===== src/include/tile_cfg.svh =====
// Tile memory map and widths
// Shared constants for the memory command path of the tile
`ifndef TILE_CFG_SVH
`define TILE_CFG_SVH

// Datapath widths
`define TILE_ADDR_WIDTH      40
`define TILE_DATA_WIDTH      64
`define TILE_OFFSET_WIDTH    20
`define TILE_DID_WIDTH       3

// Local address map, device field is 4 bits above the offset
`define TILE_LOCAL_LIMIT     32'h8000_0000
`define TILE_DEV_LSB         20
`define TILE_CFG_DEV         4'd1
`define TILE_CLINT_DEV       4'd2
`define TILE_BOOT_PC         40'h00_8000_0000

// Register offsets
`define CFG_FREEZE_OFS       20'h0_0000
`define CFG_NPC_OFS          20'h0_0008
`define CFG_DID_OFS          20'h0_0010
`define CLINT_MSIP_OFS       20'h0_0000
`define CLINT_MTIMECMP_OFS   20'h0_4000
`define CLINT_MTIME_OFS      20'h0_BFF8
`endif


===== src/verilog/tile_pkg.sv =====
// Tile memory message types
// Opcodes, address views and command/response payloads
`default_nettype none

`include "tile_cfg.svh"

package tile_pkg;

  typedef enum logic [1:0] {
    e_mem_rd = 2'b00,
    e_mem_wr = 2'b01
  } mem_op_e;

  // Local device view of an address
  typedef struct packed {
    logic [`TILE_ADDR_WIDTH-`TILE_DEV_LSB-5:0] upper;
    logic [3:0]                                dev;
    logic [`TILE_OFFSET_WIDTH-1:0]             offset;
  } local_addr_s;

  typedef union packed {
    logic [`TILE_ADDR_WIDTH-1:0] raw;
    local_addr_s                 loc;
  } tile_addr_u;

  typedef struct packed {
    mem_op_e                     op;
    tile_addr_u                  addr;
    logic [`TILE_DATA_WIDTH-1:0] data;
  } mem_cmd_s;

  // Data is zero for write acks
  typedef struct packed {
    mem_op_e                     op;
    tile_addr_u                  addr;
    logic [`TILE_DATA_WIDTH-1:0] data;
  } mem_resp_s;

endpackage

`default_nettype wire

===== src/verilog/cfg_slice.sv =====
// Configuration slice
// Freeze bit, boot address and destination ID readback behind one
// registered response slot
`timescale 1ns/10ps
`default_nettype none

`include "tile_cfg.svh"

module cfg_slice
  (input  logic                        clk_i
  , input  logic                       rst_n_i
  , input  tile_pkg::mem_cmd_s         cmd_i
  , input  logic                       cmd_v_i
  , output logic                       cmd_ready_o
  , output tile_pkg::mem_resp_s        resp_o
  , output logic                       resp_v_o
  , input  logic                       resp_ready_i
  , input  logic [`TILE_DID_WIDTH-1:0] did_i
  , output logic                       cfg_freeze_o
  , output logic [`TILE_ADDR_WIDTH-1:0] cfg_npc_o
  );

  logic                          cmd_fire;
  logic                          is_wr;
  logic [`TILE_OFFSET_WIDTH-1:0] ofs;
  logic [`TILE_DATA_WIDTH-1:0]   rdata;
  logic                          freeze_r;
  logic [`TILE_ADDR_WIDTH-1:0]   npc_r;
  logic                          resp_v_r;
  tile_pkg::mem_resp_s           resp_r;

  // Accept when the slot is empty or draining this cycle
  assign cmd_ready_o = ~resp_v_r | resp_ready_i;
  assign cmd_fire    = cmd_v_i & cmd_ready_o;
  assign is_wr       = (cmd_i.op == tile_pkg::e_mem_wr);
  assign ofs         = cmd_i.addr.loc.offset;

  always_comb
  begin
    rdata = '0;
    case (ofs)
      `CFG_FREEZE_OFS: rdata[0] = freeze_r;
      `CFG_NPC_OFS:    rdata[`TILE_ADDR_WIDTH-1:0] = npc_r;
      `CFG_DID_OFS:    rdata[`TILE_DID_WIDTH-1:0] = did_i;
      default:         rdata = '0;
    endcase
  end

  always_ff @(posedge clk_i or negedge rst_n_i)
  begin
    if (!rst_n_i)
    begin
      freeze_r <= 1'b1;
      npc_r    <= `TILE_BOOT_PC;
      resp_v_r <= 1'b0;
    end
    else
    begin
      if (cmd_fire & is_wr & (ofs == `CFG_FREEZE_OFS))
        freeze_r <= cmd_i.data[0];
      if (cmd_fire & is_wr & (ofs == `CFG_NPC_OFS))
        npc_r <= cmd_i.data[`TILE_ADDR_WIDTH-1:0];
      if (cmd_fire)
        resp_v_r <= 1'b1;
      else if (resp_ready_i)
        resp_v_r <= 1'b0;
    end
  end

  always_ff @(posedge clk_i)
  begin
    if (cmd_fire)
    begin
      resp_r.op   <= cmd_i.op;
      resp_r.addr <= cmd_i.addr;
      resp_r.data <= is_wr ? '0 : rdata;
    end
  end

  assign resp_o       = resp_r;
  assign resp_v_o     = resp_v_r;
  assign cfg_freeze_o = freeze_r;
  assign cfg_npc_o    = npc_r;

endmodule

`default_nettype wire


===== src/verilog/clint_slice.sv =====
// Core-local interruptor
// Free running mtime, mtimecmp and msip with a registered timer interrupt,
// answering through one response slot
`timescale 1ns/10ps
`default_nettype none

`include "tile_cfg.svh"

module clint_slice
  (input  logic                 clk_i
  , input  logic                rst_n_i
  , input  tile_pkg::mem_cmd_s  cmd_i
  , input  logic                cmd_v_i
  , output logic                cmd_ready_o
  , output tile_pkg::mem_resp_s resp_o
  , output logic                resp_v_o
  , input  logic                resp_ready_i
  , output logic                timer_irq_o
  , output logic                software_irq_o
  );

  logic                          cmd_fire;
  logic                          is_wr;
  logic [`TILE_OFFSET_WIDTH-1:0] ofs;
  logic [`TILE_DATA_WIDTH-1:0]   rdata;
  logic [`TILE_DATA_WIDTH-1:0]   mtime_r;
  logic [`TILE_DATA_WIDTH-1:0]   mtimecmp_r;
  logic                          msip_r;
  logic                          timer_irq_r;
  logic                          resp_v_r;
  tile_pkg::mem_resp_s           resp_r;

  assign cmd_ready_o = ~resp_v_r | resp_ready_i;
  assign cmd_fire    = cmd_v_i & cmd_ready_o;
  assign is_wr       = (cmd_i.op == tile_pkg::e_mem_wr);
  assign ofs         = cmd_i.addr.loc.offset;

  always_comb
  begin
    rdata = '0;
    case (ofs)
      `CLINT_MSIP_OFS:     rdata[0] = msip_r;
      `CLINT_MTIMECMP_OFS: rdata = mtimecmp_r;
      `CLINT_MTIME_OFS:    rdata = mtime_r;
      default:             rdata = '0;
    endcase
  end

  always_ff @(posedge clk_i or negedge rst_n_i)
  begin
    if (!rst_n_i)
    begin
      mtime_r     <= '0;
      mtimecmp_r  <= '1;
      msip_r      <= 1'b0;
      timer_irq_r <= 1'b0;
      resp_v_r    <= 1'b0;
    end
    else
    begin
      // A write to mtime overrides the count for that cycle
      if (cmd_fire & is_wr & (ofs == `CLINT_MTIME_OFS))
        mtime_r <= cmd_i.data;
      else
        mtime_r <= mtime_r + 1'b1;
      if (cmd_fire & is_wr & (ofs == `CLINT_MTIMECMP_OFS))
        mtimecmp_r <= cmd_i.data;
      if (cmd_fire & is_wr & (ofs == `CLINT_MSIP_OFS))
        msip_r <= cmd_i.data[0];
      timer_irq_r <= (mtime_r >= mtimecmp_r);
      if (cmd_fire)
        resp_v_r <= 1'b1;
      else if (resp_ready_i)
        resp_v_r <= 1'b0;
    end
  end

  always_ff @(posedge clk_i)
  begin
    if (cmd_fire)
    begin
      resp_r.op   <= cmd_i.op;
      resp_r.addr <= cmd_i.addr;
      resp_r.data <= is_wr ? '0 : rdata;
    end
  end

  assign resp_o         = resp_r;
  assign resp_v_o       = resp_v_r;
  assign timer_irq_o    = timer_irq_r;
  assign software_irq_o = msip_r;

endmodule

`default_nettype wire


===== src/verilog/io_tile.sv =====
// Tile memory command path
// Router plus the configuration and interruptor slices
`timescale 1ns/10ps
`default_nettype none

`include "tile_cfg.svh"

module io_tile
  (input  logic                         clk_i
  , input  logic                        rst_n_i
  , input  logic [`TILE_DID_WIDTH-1:0]  did_i
  , input  tile_pkg::mem_cmd_s          cmd_i
  , input  logic                        cmd_v_i
  , output logic                        cmd_ready_o
  , output tile_pkg::mem_resp_s         resp_o
  , output logic                        resp_v_o
  , input  logic                        resp_ready_i
  , output tile_pkg::mem_cmd_s          ext_cmd_o
  , output logic                        ext_cmd_v_o
  , input  logic                        ext_cmd_ready_i
  , input  tile_pkg::mem_resp_s         ext_resp_i
  , input  logic                        ext_resp_v_i
  , output logic                        ext_resp_ready_o
  , output logic                        cfg_freeze_o
  , output logic [`TILE_ADDR_WIDTH-1:0] cfg_npc_o
  , output logic                        timer_irq_o
  , output logic                        software_irq_o
  );

  tile_pkg::mem_cmd_s  cfg_cmd, clint_cmd;
  logic                cfg_cmd_v, cfg_cmd_ready, clint_cmd_v, clint_cmd_ready;
  tile_pkg::mem_resp_s cfg_resp, clint_resp;
  logic                cfg_resp_v, cfg_resp_ready, clint_resp_v, clint_resp_ready;

  mem_cmd_router router
    (.cmd_i(cmd_i), .cmd_v_i(cmd_v_i), .cmd_ready_o(cmd_ready_o)
    , .resp_o(resp_o), .resp_v_o(resp_v_o), .resp_ready_i(resp_ready_i)
    , .cfg_cmd_o(cfg_cmd), .cfg_cmd_v_o(cfg_cmd_v), .cfg_cmd_ready_i(cfg_cmd_ready)
    , .clint_cmd_o(clint_cmd), .clint_cmd_v_o(clint_cmd_v)
    , .clint_cmd_ready_i(clint_cmd_ready)
    , .ext_cmd_o(ext_cmd_o), .ext_cmd_v_o(ext_cmd_v_o), .ext_cmd_ready_i(ext_cmd_ready_i)
    , .cfg_resp_i(cfg_resp), .cfg_resp_v_i(cfg_resp_v), .cfg_resp_ready_o(cfg_resp_ready)
    , .clint_resp_i(clint_resp), .clint_resp_v_i(clint_resp_v)
    , .clint_resp_ready_o(clint_resp_ready)
    , .ext_resp_i(ext_resp_i), .ext_resp_v_i(ext_resp_v_i)
    , .ext_resp_ready_o(ext_resp_ready_o)
    );

  cfg_slice cfg
    (.clk_i(clk_i), .rst_n_i(rst_n_i)
    , .cmd_i(cfg_cmd), .cmd_v_i(cfg_cmd_v), .cmd_ready_o(cfg_cmd_ready)
    , .resp_o(cfg_resp), .resp_v_o(cfg_resp_v), .resp_ready_i(cfg_resp_ready)
    , .did_i(did_i), .cfg_freeze_o(cfg_freeze_o), .cfg_npc_o(cfg_npc_o)
    );

  clint_slice clint
    (.clk_i(clk_i), .rst_n_i(rst_n_i)
    , .cmd_i(clint_cmd), .cmd_v_i(clint_cmd_v), .cmd_ready_o(clint_cmd_ready)
    , .resp_o(clint_resp), .resp_v_o(clint_resp_v), .resp_ready_i(clint_resp_ready)
    , .timer_irq_o(timer_irq_o), .software_irq_o(software_irq_o)
    );

endmodule

`default_nettype wire


===== src/verilog/mem_cmd_router.sv =====
// Memory command router
// Steers commands to the cfg slice, the CLINT or external memory by address
// and merges the three response streams with a fixed priority arbiter
`timescale 1ns/10ps
`default_nettype none

`include "tile_cfg.svh"

module mem_cmd_router
  (input  tile_pkg::mem_cmd_s  cmd_i
  , input  logic               cmd_v_i
  , output logic               cmd_ready_o

  , output tile_pkg::mem_resp_s resp_o
  , output logic               resp_v_o
  , input  logic               resp_ready_i

  , output tile_pkg::mem_cmd_s cfg_cmd_o
  , output logic               cfg_cmd_v_o
  , input  logic               cfg_cmd_ready_i

  , output tile_pkg::mem_cmd_s clint_cmd_o
  , output logic               clint_cmd_v_o
  , input  logic               clint_cmd_ready_i

  , output tile_pkg::mem_cmd_s ext_cmd_o
  , output logic               ext_cmd_v_o
  , input  logic               ext_cmd_ready_i

  , input  tile_pkg::mem_resp_s cfg_resp_i
  , input  logic               cfg_resp_v_i
  , output logic               cfg_resp_ready_o

  , input  tile_pkg::mem_resp_s clint_resp_i
  , input  logic               clint_resp_v_i
  , output logic               clint_resp_ready_o

  , input  tile_pkg::mem_resp_s ext_resp_i
  , input  logic               ext_resp_v_i
  , output logic               ext_resp_ready_o
  );

  logic is_local;
  logic to_cfg;
  logic to_clint;
  logic to_ext;

  // Decode through the device view of the address
  assign is_local = (cmd_i.addr.raw < `TILE_LOCAL_LIMIT);
  assign to_cfg   = is_local & (cmd_i.addr.loc.dev == `TILE_CFG_DEV);
  assign to_clint = is_local & (cmd_i.addr.loc.dev == `TILE_CLINT_DEV);
  assign to_ext   = ~to_cfg & ~to_clint;

  assign cfg_cmd_o     = cmd_i;
  assign clint_cmd_o   = cmd_i;
  assign ext_cmd_o     = cmd_i;
  assign cfg_cmd_v_o   = cmd_v_i & to_cfg;
  assign clint_cmd_v_o = cmd_v_i & to_clint;
  assign ext_cmd_v_o   = cmd_v_i & to_ext;

  assign cmd_ready_o = to_cfg   ? cfg_cmd_ready_i
                     : to_clint ? clint_cmd_ready_i
                     : ext_cmd_ready_i;

  // External wins, then cfg, then clint
  assign resp_v_o = ext_resp_v_i | cfg_resp_v_i | clint_resp_v_i;
  assign resp_o   = ext_resp_v_i ? ext_resp_i
                  : cfg_resp_v_i ? cfg_resp_i
                  : clint_resp_i;

  assign ext_resp_ready_o   = resp_ready_i;
  assign cfg_resp_ready_o   = resp_ready_i & ~ext_resp_v_i;
  assign clint_resp_ready_o = resp_ready_i & ~ext_resp_v_i & ~cfg_resp_v_i;

endmodule

`default_nettype wire


===== config.mk =====
export PLATFORM = sky130hd
export DESIGN_NAME = io_tile
export DESIGN_NICKNAME = d
export VERILOG_FILES = /design/src/verilog/tile_pkg.sv /design/src/verilog/cfg_slice.sv /design/src/verilog/clint_slice.sv /design/src/verilog/io_tile.sv /design/src/verilog/mem_cmd_router.sv
export VERILOG_INCLUDE_DIRS = /design/src /design/src/include
export SDC_FILE = /design/constraint.sdc
export NUM_CORES = 1
export LEC_CHECK = 0
export BUFFER_PORTS_ARGS = -buffer_cell sky130_fd_sc_hd__buf_2
export CAP_MARGIN = 20
export CORE_UTILIZATION = 45
export CTS_CLUSTER_DIAMETER = 60
export DETAILED_ROUTE_END_ITERATION = 16
export GPL_ROUTABILITY_DRIVEN = 0
export GPL_TIMING_DRIVEN = 0
export PLACE_DENSITY = 0.69
export SYNTH_ARGS = -nofsm -noshare
export SYNTH_HDL_FRONTEND = slang
export SYNTH_SLANG_ARGS = --single-unit

===== constraint.sdc =====
create_clock -name clk_i -period 7.65 [get_ports clk_i]
set_input_delay 0.3825 -clock clk_i [delete_from_list [all_inputs] [get_ports clk_i]]
set_output_delay 0.3825 -clock clk_i [all_outputs]
set_load 0.05 [all_outputs]

# [Word-level counts from Yosys, hierarchy flattened]
# Cells that the tools add are included.
[totals] reg_bits=385 elab_cells=70 in_bits=221 output_inout_bits=259
[op_classes] bitwise_logic=27 order_cmp=2 n_reduce_logical=4 n_addsub=1 n_eq_ne=7 n_mux=13
[ops] cell="$mux 106" n=2
[ops] cell="$pmux 63 s2" n=1
[ops] cell="$add 64x1->64 const B" n=1
[ops] cell="$ge 64x64->1" n=1
[ops] cell="$mux 64" n=1
[ops] cell="$lt 40x32->1 const B" n=1
[ops] cell="$eq 20x15->1 const B" n=1
[ops] cell="$eq 20x16->1 const B" n=1
[ops] cell="$eq 20x4->1 const B" n=1
[ops] cell="$eq 20x5->1 const B" n=1
[ops] cell="$logic_not 20->1" n=1
[ops] cell="$and 1x1->1" n=17
[ops] cell="$mux 1" n=6
[ops] cell="$not 1->1" n=6
[ops] cell="$pmux 1 s3" n=2
[ops] cell="$eq 4x1->1 const B" n=1
[ops] cell="$eq 4x2->1 const B" n=1
[ops] cell="$or 1x1->1" n=4
[ops] cell="$pmux 2 s2" n=1
[ops] cell="$reduce_bool 2->1" n=2
[ops] cell="$eq 2x1->1 const B" n=1
[ops] cell="$reduce_or 2->1" n=1

# [Longest topological paths before layout]
# Gate-level depths: netlist of the first run.
[logic_depth] ltp_word=8 ltp_mapped=10 mapped_depth_nobuf=8

# [Modules after synthesis]
# A second synthesis of the first run with hierarchy kept.
[unflattened] cells_unflattened=2046 hier_area_um2=20947.6
[by_module_without_submodules] module="clint_slice" area_per_inst_um2=11557.3 n_inst=1 cells_per_inst=1085
[by_module_without_submodules] module="mem_cmd_router" area_per_inst_um2=4734.5 n_inst=1 cells_per_inst=694
[by_module_without_submodules] module="cfg_slice" area_per_inst_um2=4655.7 n_inst=1 cells_per_inst=267

# [Worst setup path after synthesis of the first run]
# OpenSTA, ideal clock, no wires.
[synth_timing] path_type="register to register" from="reg cfg.resp_v_r (netlist: cfg.resp_v_o)" to="reg clint.resp_r (netlist bit clint.resp_o[0]) (enable)" required_time_ps=7173 stages_incl_launch_ff=6 setup_ps=477 arrival_ps=3569 slack_ps=3604 path_cell_list="dfrtp_1 -> clkbuf_1 -> nor2_4 -> nand2_1 -> a211oi_1 -> and2_1"
[synth_via] elab_chain_cells=4
[synth_rtl] item="from (decl)" line_no="cfg_slice.sv:29" text="logic resp_v_r;"
[synth_rtl] item="from (signal assigned)" line_no="cfg_slice.sv:55" text="resp_v_r <= 1'b0;"
[synth_rtl] item="from (signal assigned)" line_no="cfg_slice.sv:64" text="resp_v_r <= 1'b1;"
[synth_rtl] item="from (signal assigned)" line_no="cfg_slice.sv:66" text="resp_v_r <= 1'b0;"
[synth_rtl] item="$not 1->1" line_no="mem_cmd_router.sv:73" text="assign clint_resp_ready_o = resp_ready_i & ~ext_resp_v_i & ~cfg_resp_v_i;"
[synth_rtl] item="$and 1x1->1" line_no="mem_cmd_router.sv:73"
[synth_rtl] item="$or 1x1->1" line_no="clint_slice.sv:33" text="assign cmd_ready_o = ~resp_v_r | resp_ready_i;"
[synth_rtl] item="$and 1x1->1" line_no="clint_slice.sv:34" text="assign cmd_fire = cmd_v_i & cmd_ready_o;"
[synth_rtl] item="net clint.cmd_fire" line_no="clint_slice.sv:22" text="logic cmd_fire;"
[synth_rtl] item="to (decl)" line_no="clint_slice.sv:31" text="tile_pkg::mem_resp_s resp_r;"
# The timed path passes the listed nets, and every way through them passes these cells.
# A chain may end at the register's enable or synchronous reset.

==> metrics.txt, run 1 <==
status=finished, final reports clean; Mapped Area=19000 um^2; final non-filler cell total=2781; Residual DRC=0; crit share post-route=0.4931; Root Buffer=clkbuf_16; worst skew pair latency=0.57 ns; Post-synth EDFFs=188; crit end category=output pin; post-CTS sizing=0; total I/O pin count=480; max_slew headroom=0.3413; Worst setup SP type=register; ys flop type=edfxtp_1; Fmax=0.2651 GHz; H-Tree Depth=2; register area=10060 um^2; CTS Buffer Depth=3; Worst Path Arrival=around 3.4 ns; final hold vios=0; synth cell count leaders=188 x edfxtp_1, 179 x nand2_1, 135 x o21ai_0; Initial DRC Count=845; number of detailed-route iterations in the first pass=5; P per Cell Area=about 190 nW/um^2; syn avg cell area=11.24 um^2; Cell variety after synth=62; post-route cell area=between 20000 and 25000 um^2; Ys Warns=0; unrepaired setup endpoints after global routing=no; final HPWL from detailed placement=approximately 40000 um; Setup Fix Bufs, Post-CTS=0; post-synthesis compound-gate area fraction=0.09762; sequential element share of the synthesized area=0.5294; #FFs+latches synth=361; routed via count=roughly 15000; final hold slack=0.03727 ns; asr flop ratio synth=0.4792; Via-to-Cell Ratio=5.330; CP required=a little over 7 ns; final setup TNS=0 ns; number of fill cells=3503; Setup CP Type=reg -> out; combinational family with the most area after synthesis=simple AND/OR/NAND/NOR gates; Yosys top cell by area=edfxtp_1; WL final=54290 um; gr ovfl total=0; measured slew at the worst slew-check pin=0.9881 ns; # port buffers=479; Static Leakage=10.23 nW; Sink Count=around 360; Overall Global Routing Usage=0.2497; multi-input logic area=7442 um^2; FP Rows=74; final net count=2502; cells after synthesis=1690; post-synthesis mux area share=0.1066; Num CTS Buffers=40; Net Count, Synth=between 1500 and 2000; VDD IR max=0.1815 mV; highest fanout seen on the critical path=10; Initial Util=0.4610; initial antenna violation count=5; die height=207.5 um; die area=between 40000 and 50000 um^2; most area-consuming cells after synthesis=edfxtp_1 30%, dfrtp_1 14%, dfstp_2 9.1%; Period minus WS final=between 3 and 4 ns; share of cells above drive strength 1=0.3888; count leader, synth=edfxtp_1; via count of the first global-routing pass=14498; largest net degree at the start of global routing=117; Slew Viols, Final=0; Max-cap violations=0; Post-Synth Simple-Gate Area=0.1156; post-synthesis adder-cell area fraction=0.04281; final core utilization=0.5698; Clk pin slew, worst setup/hold paths=roughly 0.060 ns; Core Area=41200 um^2; placed insts=2705; Synth top area share=0.2972; Hold Path Class=in -> reg; dpl cell area=22160 um^2; area delta synth->final=23.58%; final setup violation count=0; drt wl/cell=slightly below 20 um; xor/xnor share of the synthesized area=0.02905; Post-DRT Antenna Nets=0; first-pass GRT wire length=approximately 83000 um; Clock Skew=approximately 0.026 ns; CTS tree=built; Die X=207.5 um
registers in the layout (all words and copies together) (netlist names):
register	flops
cfg.cfg_freeze_o	1
cfg.cfg_npc_o	40
cfg.resp_o	82
cfg.resp_v_o	1
clint.mtime_r	64
clint.mtimecmp_r	64
clint.resp_o	106
clint.resp_v_o	1
clint.software_irq_o	1
clint.timer_irq_o	1
layer usage:
| layer | vias up | GRT usage | share of wire |
|---|---|---|---|
| met5 | - | 0 | 0.00024 |
| met2 | 505 | 0.4277 | 0.49 |
| met1 | 7221 | 0.3239 | 0.42 |
| met4 | 2 | 0.09470 | 0.032 |
| li1 | 7009 | - | - |
| met3 | 86 | 0.03011 | 0.050 |
cell usage in the layout (no fill, tap or decap), types with 71 or more instances in the layout:
master / count
nand2_1: 179
o21ai_0: 135
mux2i_1: 83
dfrtp_1: 107
nor2_1: 88
buf_2: 496
buf_4: 114
edfxtp_1: 188
mux2_2: 103
inv_1: 71
where the power goes:
part	internal [mW]	switching (mW)	total [mW]	leakage, nW
clock network	1.12	0.794	1.91	0.645
logic	0.142	0.383	0.525	5.76
registers	2.04	0.0000229	2.04	3.82
final cells by class:
type / count / share of cell area
diodes: 1 / 0.0001066
inverters: 72 / 0.01162
flip-flops and latches: 361 / 0.4284
clock inverters: 19 / 0.006822
plain buffers: 194 / 0.05234
repair buffers: 484 / 0.1068
clock buffers: 55 / 0.04850
well taps: 532 / 0.02836
multi-input cells: 1063 / 0.3170
final timing paths:
kind | slack [ns] | to | cells after the start | startpoint
min reg2reg | 0.52 | cfg.cfg_npc_o[12] | 1 | cfg.cfg_npc_o[12]
min | 0.04 | clint.resp_o[93] | 1 | cmd_i[93]
max in group asynchronous | 6.31 | clint.mtime_r[63] | 3 | rst_n_i
min in group asynchronous | 0.34 | cfg.cfg_npc_o[9] | 2 | rst_n_i
max | 3.88 | resp_o[31] | 6 | cfg.resp_v_o
max reg2reg | 4.70 | clint.resp_o[96] | 6 | cfg.resp_v_o
logic make-up (layout without fill, tap and decap cells):
family,count (synthesis),count (layout)
adder cells (fa/ha/maj),65,65
other,0,1
buffers and inverters,266,824
multiplexers,189,189
flip-flops,361,361
AND/OR/NAND/NOR,449,449
AO/OA/AOI/OAI,297,297
XOR/XNOR,63,63
worst max-delay path, stage by stage (launching register included):
cell and delay [ns]:
dfrtp_1 0.32, clkbuf_1 0.20, clkbuf_1 0.77, buf_1 0.74, mux2i_1 0.31, o21ai_0 0.20
buf_2 0.29
repair_timing:
action                                 4_1_cts  5_1_grt
setup endpoints to repair                    0        0
endpoints found under the hold margin       36        0
hold buffers                                 1        0
stage by stage:
stage / setup WS [ns] / power (mW)
after global placement: 1.788 / 2.598
after global routing: 3.736 / 4.607
after CTS: 3.781 / 4.512
final: 3.878 / 4.475
after detailed placement: 3.903 / 2.604
after floorplan: 3.604 / 2.410
Power figures use the tool's default switching activity.
==> run 2: changes to the inputs <==
--- a/config.mk
+++ b/config.mk
@@ -6,6 +6,7 @@
 export SDC_FILE = /design/constraint.sdc
 export NUM_CORES = 1
 export LEC_CHECK = 0
+export ABC_AREA = 1
 export BUFFER_PORTS_ARGS = -buffer_cell sky130_fd_sc_hd__buf_2
 export CAP_MARGIN = 20
 export CORE_UTILIZATION = 45
@@ -13,7 +14,7 @@
 export DETAILED_ROUTE_END_ITERATION = 16
 export GPL_ROUTABILITY_DRIVEN = 0
 export GPL_TIMING_DRIVEN = 0
-export PLACE_DENSITY = 0.69
+export PLACE_DENSITY = 0.71
 export SYNTH_ARGS = -nofsm -noshare
 export SYNTH_HDL_FRONTEND = slang
 export SYNTH_SLANG_ARGS = --single-unit
==> constraint.sdc (replaced) <==
create_clock -name clk_i -period 3.3 [get_ports clk_i]
set_input_delay 0.165 -clock clk_i [delete_from_list [all_inputs] [get_ports clk_i]]
set_output_delay 0.165 -clock clk_i [all_outputs]
set_load 0.05 [all_outputs]
==> metrics.txt, run 2 <==
Period minus WS final=roughly 3.1 ns; Num CTS Buffers=41 (+2.5%); WL final=70870 um (+31%); total I/O pin count=480 (unchanged); Hold Path Class=in -> reg; n_diodes=0 (-1); Cell variety after synth=39 (-37%); Cell Chain, Critical Path=clkbuf_1 > buf_8 > clkbuf_1 > a21oi_1 > a21oi_1 > buf_2; count leader, synth=nand2_1; drt wl/cell=18.79 um (-3.8%); final setup violation count=0 (unchanged); number of fill cells=3919 (+12%); Post-DRT Antenna Nets=0 (unchanged); Root Buffer=clkbuf_16; final net count=3433 (+37%); number of detailed-route iterations in the first pass=5 (unchanged); final HPWL from detailed placement=54300 um (+35%); Slew Viols, Final=0 (unchanged); Initial DRC Count=1965 (+130%); Clock Skew=0.01600 ns (-0.01010 ns); Post-synth EDFFs=188 (unchanged); crit share post-route=0.9517; Ys Warns=0 (unchanged); status=finished, final reports clean; gr ovfl total=0 (unchanged); #FFs+latches synth=361 (unchanged); synth cell count leaders=715 x nand2_1, 253 x a21oi_1, 247 x nor2_1; # port buffers=478 (-0.21%); measured slew at the worst slew-check pin=1.125 ns (+0.1366 ns); routed via count=19860 (+34%); VDD IR max=0.2797 mV (+54%); max reg flops=106 (unchanged); post-route cell area=26270 um^2 (+12%); crit-path max cell delay=0.51 ns (-0.26 ns); FP Rows=77 (+4.1%); dpl cell area=23670 um^2 (+6.8%); worst path buffer plus inverter count=4 (unchanged); via count of the first global-routing pass=19744 (+36%); syn avg cell area=8.124 um^2 (-28%); worst skew pair latency=0.57 ns (about the same); final hold slack=0.02157 ns (-0.01570 ns); ys flop type=edfxtp_1; largest net degree at the start of global routing=92 (-21%); area delta synth->final=28.86%; highest fanout seen on the critical path=10 (unchanged); Core Area=44410 um^2 (+7.8%); Synth top area share=0.2770 (-0.02021); share of cells above drive strength 1=0.2503 (-0.1385); initial antenna violation count=2 (-3); Yosys top cell by area=edfxtp_1; Overall Global Routing Usage=0.3052 (+0.05550); die height=214.8 um (+3.6%); H-Tree Depth=2 (unchanged); most area-consuming cells after synthesis=edfxtp_1 28%, nand2_1 13%, dfrtp_1 13%; final hold vios=0 (unchanged); Max-cap violations=0 (unchanged); CP delay by family, top=buffers and inverters; cells after synthesis=2509 (+48%); die area=46150 um^2 (+7.2%); Power Total=11.11 mW (+150%); Residual DRC=0 (unchanged); asr flop ratio synth=0.4792 (unchanged); CP required=3.13 ns (-4.14 ns); placed insts=3586 (+33%); crit end category=output pin; Fmax=~0.32 GHz; Static Leakage=12.12 nW (+19%); Mapped Area=20380 um^2 (+7.3%); Worst Path Arrival=2.98 ns (-0.41 ns); Via-to-Cell Ratio=5.265 (-1.2%); Worst setup SP type=register; Initial Util=0.4589 (-0.002127); sequential element share of the synthesized area=0.4934 (-0.03601); max_slew headroom=0.2502 (-0.09107); most common cell after layout, fill and taps aside=nand2_1; Clk pin slew, worst setup/hold paths=0.06 ns (about the same); most frequent cells in the layout=715 x nand2_1, 513 x buf_2, 253 x a21oi_1; Sink Count=361 (unchanged); final non-filler cell total=3772 (+36%); CTS tree=built; P per Cell Area=423.1 nW/um^2 (+120%); Worst path slowest cell=dfrtp_1; first-pass GRT wire length=108700 um (+31%); unrepaired setup endpoints after global routing=no; Die X=214.8 um (+3.6%); CTS Buffer Depth=3 (unchanged); Setup CP Type=reg -> out; Net Count, Synth=2795 (+41%)
## run 2: worst register-to-register path, delay by kind of cell, from the launching register on
family	cells	cell delay (ns)
and+or+nand+nor	5	1.77
DFF	1	0.48
buffers and inverters	1	0.40
AOI/OAI and AO/OA	1	0.08
## run 2: kinds of logic after synthesis
group	synth area share
AOI/OAI and AO/OA	0.09797
xor gates and xnor gates	0.01676
adders and majority gates	0.03990
buffers and inverters	0.1079
DFF	0.4934
and+or+nand+nor	0.2440
## run 2: layout make-up
cell class                 count  area [um^2]  area share
clock inverter                19        282.8     0.01077
inverter                     249        938.4     0.03573
tap                          592        740.7     0.02820
clock buffer                  57         1210     0.04607
multi-input combinational   1684         8130      0.3095
timing repair buffer         595         3641      0.1386
sequential                   361        10060      0.3829
buffer                       215         1265     0.04816
## run 2: metal layers
layer,GRT usage,vias up,routed length [um]
met2,0.5249,871,34300
met1,0.3725,9430,27920
met3,0.05138,178,5346
met4,0.1436,4,3285
li1,-,9377,-
met5,0,-,23
## run 2: worst paths after layout
path                       cells past startpoint                    to  slack [ns]            startpoint
max                                            6            resp_o[71]        0.16          cfg.resp_v_o
min                                            3         cfg.resp_o[1]        0.02              did_i[1]
max reg2reg                                    7      cfg.cfg_npc_o[4]        0.41          cfg.resp_v_o
min reg2reg                                    2  clint.mtimecmp_r[57]        0.47  clint.mtimecmp_r[57]
max in group asynchronous                      3  clint.mtimecmp_r[26]        2.21               rst_n_i
min in group asynchronous                      2     clint.mtime_r[57]        0.21               rst_n_i
## run 2: through the flow
| step | setup TNS [ns] | setup WS [ns] | utilization |
|---|---|---|---|
| after floorplan | 0 | 0.4601 | - |
| after global placement | -186.45 | -1.147 | 0.5297 |
| after detailed placement | 0 | 0.3424 | 0.5330 |
| after CTS | 0 | 0.1485 | 0.5914 |
| after global routing | 0 | 0.09426 | 0.5914 |
| final | 0 | 0.1593 | 0.5914 |
## run 2: what timing repair did
action | 4_1_cts | 5_1_grt
endpoints found under the setup margin | 0 | 0
setup buffers | 0 | 0
hold endpoints to repair | 332 | 0
resized for setup | 0 | 0
hold buffers | 110 | 0
## run 2: power by group
| group | switching (mW) | internal (mW) |
|---|---|---|
| Combinational | 0.965 | 0.428 |
| Sequential | 0.0000444 | 4.73 |
| Clock | 1.87 | 3.12 |
==> run 3: changes to the inputs <==
--- a/config.mk
+++ b/config.mk
@@ -15,6 +15,7 @@
 export GPL_ROUTABILITY_DRIVEN = 0
 export GPL_TIMING_DRIVEN = 0
 export PLACE_DENSITY = 0.71
+export RECOVER_POWER = 25
 export SYNTH_ARGS = -nofsm -noshare
 export SYNTH_HDL_FRONTEND = slang
 export SYNTH_SLANG_ARGS = --single-unit
==> metrics.txt, run 3 (same netlist as run 2, synthesis figures left out) <==
register area=10060 um^2 (unchanged); hold path depth=3 (unchanged); Worst setup SP type=register; CP delay by family, top=buffers and inverters; Setup CP Type=reg -> out; worst slack, placed=0.3424 ns (unchanged); share of cells above drive strength 1=0.2371 (-0.01321); violated checks=max-capacitance violations, max-slew violations; Initial Util=0.4589 (unchanged); final setup TNS=0 ns (unchanged); Worst Min Path Start=did_i[1]; n_diodes=0 (unchanged); Clk pin slew, worst setup/hold paths=0.06 ns (about the same); number of fill cells=3956 (+0.94%); max_slew headroom=-0.4248 (-0.6750); gr ovfl total=0 (unchanged); Static Leakage=12.00 nW (-0.98%); die height=214.8 um (unchanged); most common cell after layout, fill and taps aside=nand2_1; Core Area=44410 um^2 (unchanged); WL final=70920 um (about the same); unrepaired setup endpoints after global routing=no; drt wl/cell=18.80 um (about the same); Root Buffer=clkbuf_16; crit end category=output pin; Post-DRT Antenna Nets=0 (unchanged); Num CTS Buffers=41 (unchanged); largest net degree at the start of global routing=92 (unchanged); dpl cell area=23670 um^2 (unchanged); worst skew pair latency=0.57 ns (about the same); final HPWL from detailed placement=54300 um (unchanged); Worst Path Arrival=2.97 ns (about the same); measured slew at the worst slew-check pin=2.137 ns (+1.012 ns); Die X=214.8 um (unchanged); crit share post-route=0.9507 (-0.001036); reg2reg setup slack=0.40 ns (about the same); status=finished, violations left; final hold vios=0 (unchanged); r2r worst-path depth=7 (unchanged); Hold Path Class=in -> reg; Sink Count=361 (unchanged); Clock Skew=0.01700 ns (+0.001001 ns); Worst path slowest cell=dfrtp_1; Slew Viols, Final=83 (+83); CP required=3.13 ns (about the same); Period minus WS final=3.137 ns (-0.003420 ns); multi-input logic area=8130 um^2 (unchanged); number of detailed-route iterations in the first pass=6 (+1); FP Rows=77 (unchanged); VDD IR max=0.2810 mV (+0.46%); highest fanout seen on the critical path=10 (unchanged); Fmax=0.3187 GHz (+0.11%); final hold slack=0.02257 ns (+0.001002 ns); total I/O pin count=480 (unchanged); Initial DRC Count=1926 (-2.0%); Max-cap violations=1 (+1); max reg flops=106 (unchanged); Setup WS post-layout=0.1627 ns (+0.003420 ns); initial antenna violation count=2 (unchanged); final net count=3433 (unchanged); Cell Chain, Critical Path=clkbuf_1 > buf_8 > clkbuf_1 > a21oi_1 > a21oi_1 > buf_2; Residual DRC=0 (unchanged); P per Cell Area=423.9 nW/um^2 (+0.20%); area delta synth->final=28.56%; worst path buffer plus inverter count=4 (unchanged); # port buffers=478 (unchanged); hold-fix buffers at CTS=110 (unchanged); Worst R2R End=cfg.cfg_npc_o[4]; post-CTS sizing=0 (unchanged); first-pass GRT wire length=108700 um (unchanged); via count of the first global-routing pass=19744 (unchanged); post-route cell area=26200 um^2 (-0.24%); hold worst-path end=cfg.resp_o[1]; Via-to-Cell Ratio=5.297 (+0.61%); crit-path max cell delay=0.51 ns (about the same); die area=46150 um^2 (unchanged); routed via count=19981 (+0.61%); reg-to-reg startpoint=cfg.resp_v_o; most frequent cells in the layout=715 x nand2_1, 471 x buf_2, 253 x a21oi_1; Power Total=11.11 mW (about the same); H-Tree Depth=2 (unchanged); Overall Global Routing Usage=0.3052 (unchanged); CTS Buffer Depth=3 (unchanged); Setup Fix Bufs, Post-CTS=0 (unchanged); final setup violation count=0 (unchanged); CTS tree=built
## run 3: cell types whose count changed in the layout (fill, tap and decap cells not counted)
cell,change
buf_8,-1
buf_2,-42
clkbuf_1,+42
clkbuf_2,+1
## run 3: worst register-to-register path, delay by kind of cell (launching register included)
family	cells	cell delay, ns
AO/OA/AOI/OAI	1	0.08
flip-flops	1	0.48
AND/OR/NAND/NOR	5	1.78
buffers and inverters	1	0.41
## run 3: routing by layer
metal  GRT usage  vias to the layer above  share of wire
li1            -                     9375              -
met1      0.3725                     9479           0.39
met5           0                        -        0.00032
met3     0.05138                      191          0.081
met4      0.1436                        4          0.048
met2      0.5249                      932           0.48
## run 3: worst max path at each step
| stage | start | endpoint | slack [ns] | depth (start not counted) |
|---|---|---|---|---|
| 2_1_floorplan | cmd_i[87] | cfg.cfg_npc_o[0] | 0.46 | 8 |
| 3_3_place_gp | cmd_i[103] | cfg.cfg_npc_o[8] | -1.15 | 11 |
| 3_5_place_dp | cmd_i[103] | cfg.cfg_npc_o[4] | 0.34 | 11 |
| 4_1_cts | cfg.resp_v_o | resp_o[71] | 0.15 | 6 |
| 5_1_grt | cmd_i[99] | cfg.cfg_npc_o[4] | 0.06 | 13 |
| 6_report | cfg.resp_v_o | resp_o[71] | 0.16 | 6 |
## run 3: cell type report
cell class,instances,share of cell area
Clock inverter,19,0.01079
Clock buffer,57,0.04618
Tap cell,592,0.02827
Multi-Input combinational cell,1684,0.3103
Timing Repair Buffer,595,0.1366
Inverter,249,0.03581
Buffer,215,0.04828
Sequential cell,361,0.3838
## run 3: power breakdown
part | internal [mW] | switching [mW] | total [mW]
Combinational | 0.420 | 0.965 | 1.38
Sequential | 4.73 | 0.0000445 | 4.73
Clock | 3.12 | 1.87 | 4.99
## run 3: per-stage QoR
stage | std cells | utilization
2_1_floorplan | 2509 | -
3_3_place_gp | 3579 | 0.5297
3_5_place_dp | 3586 | 0.5330
4_1_cts | 3772 | 0.5914
5_1_grt | 3772 | 0.5900
6_report | 3772 | 0.5900
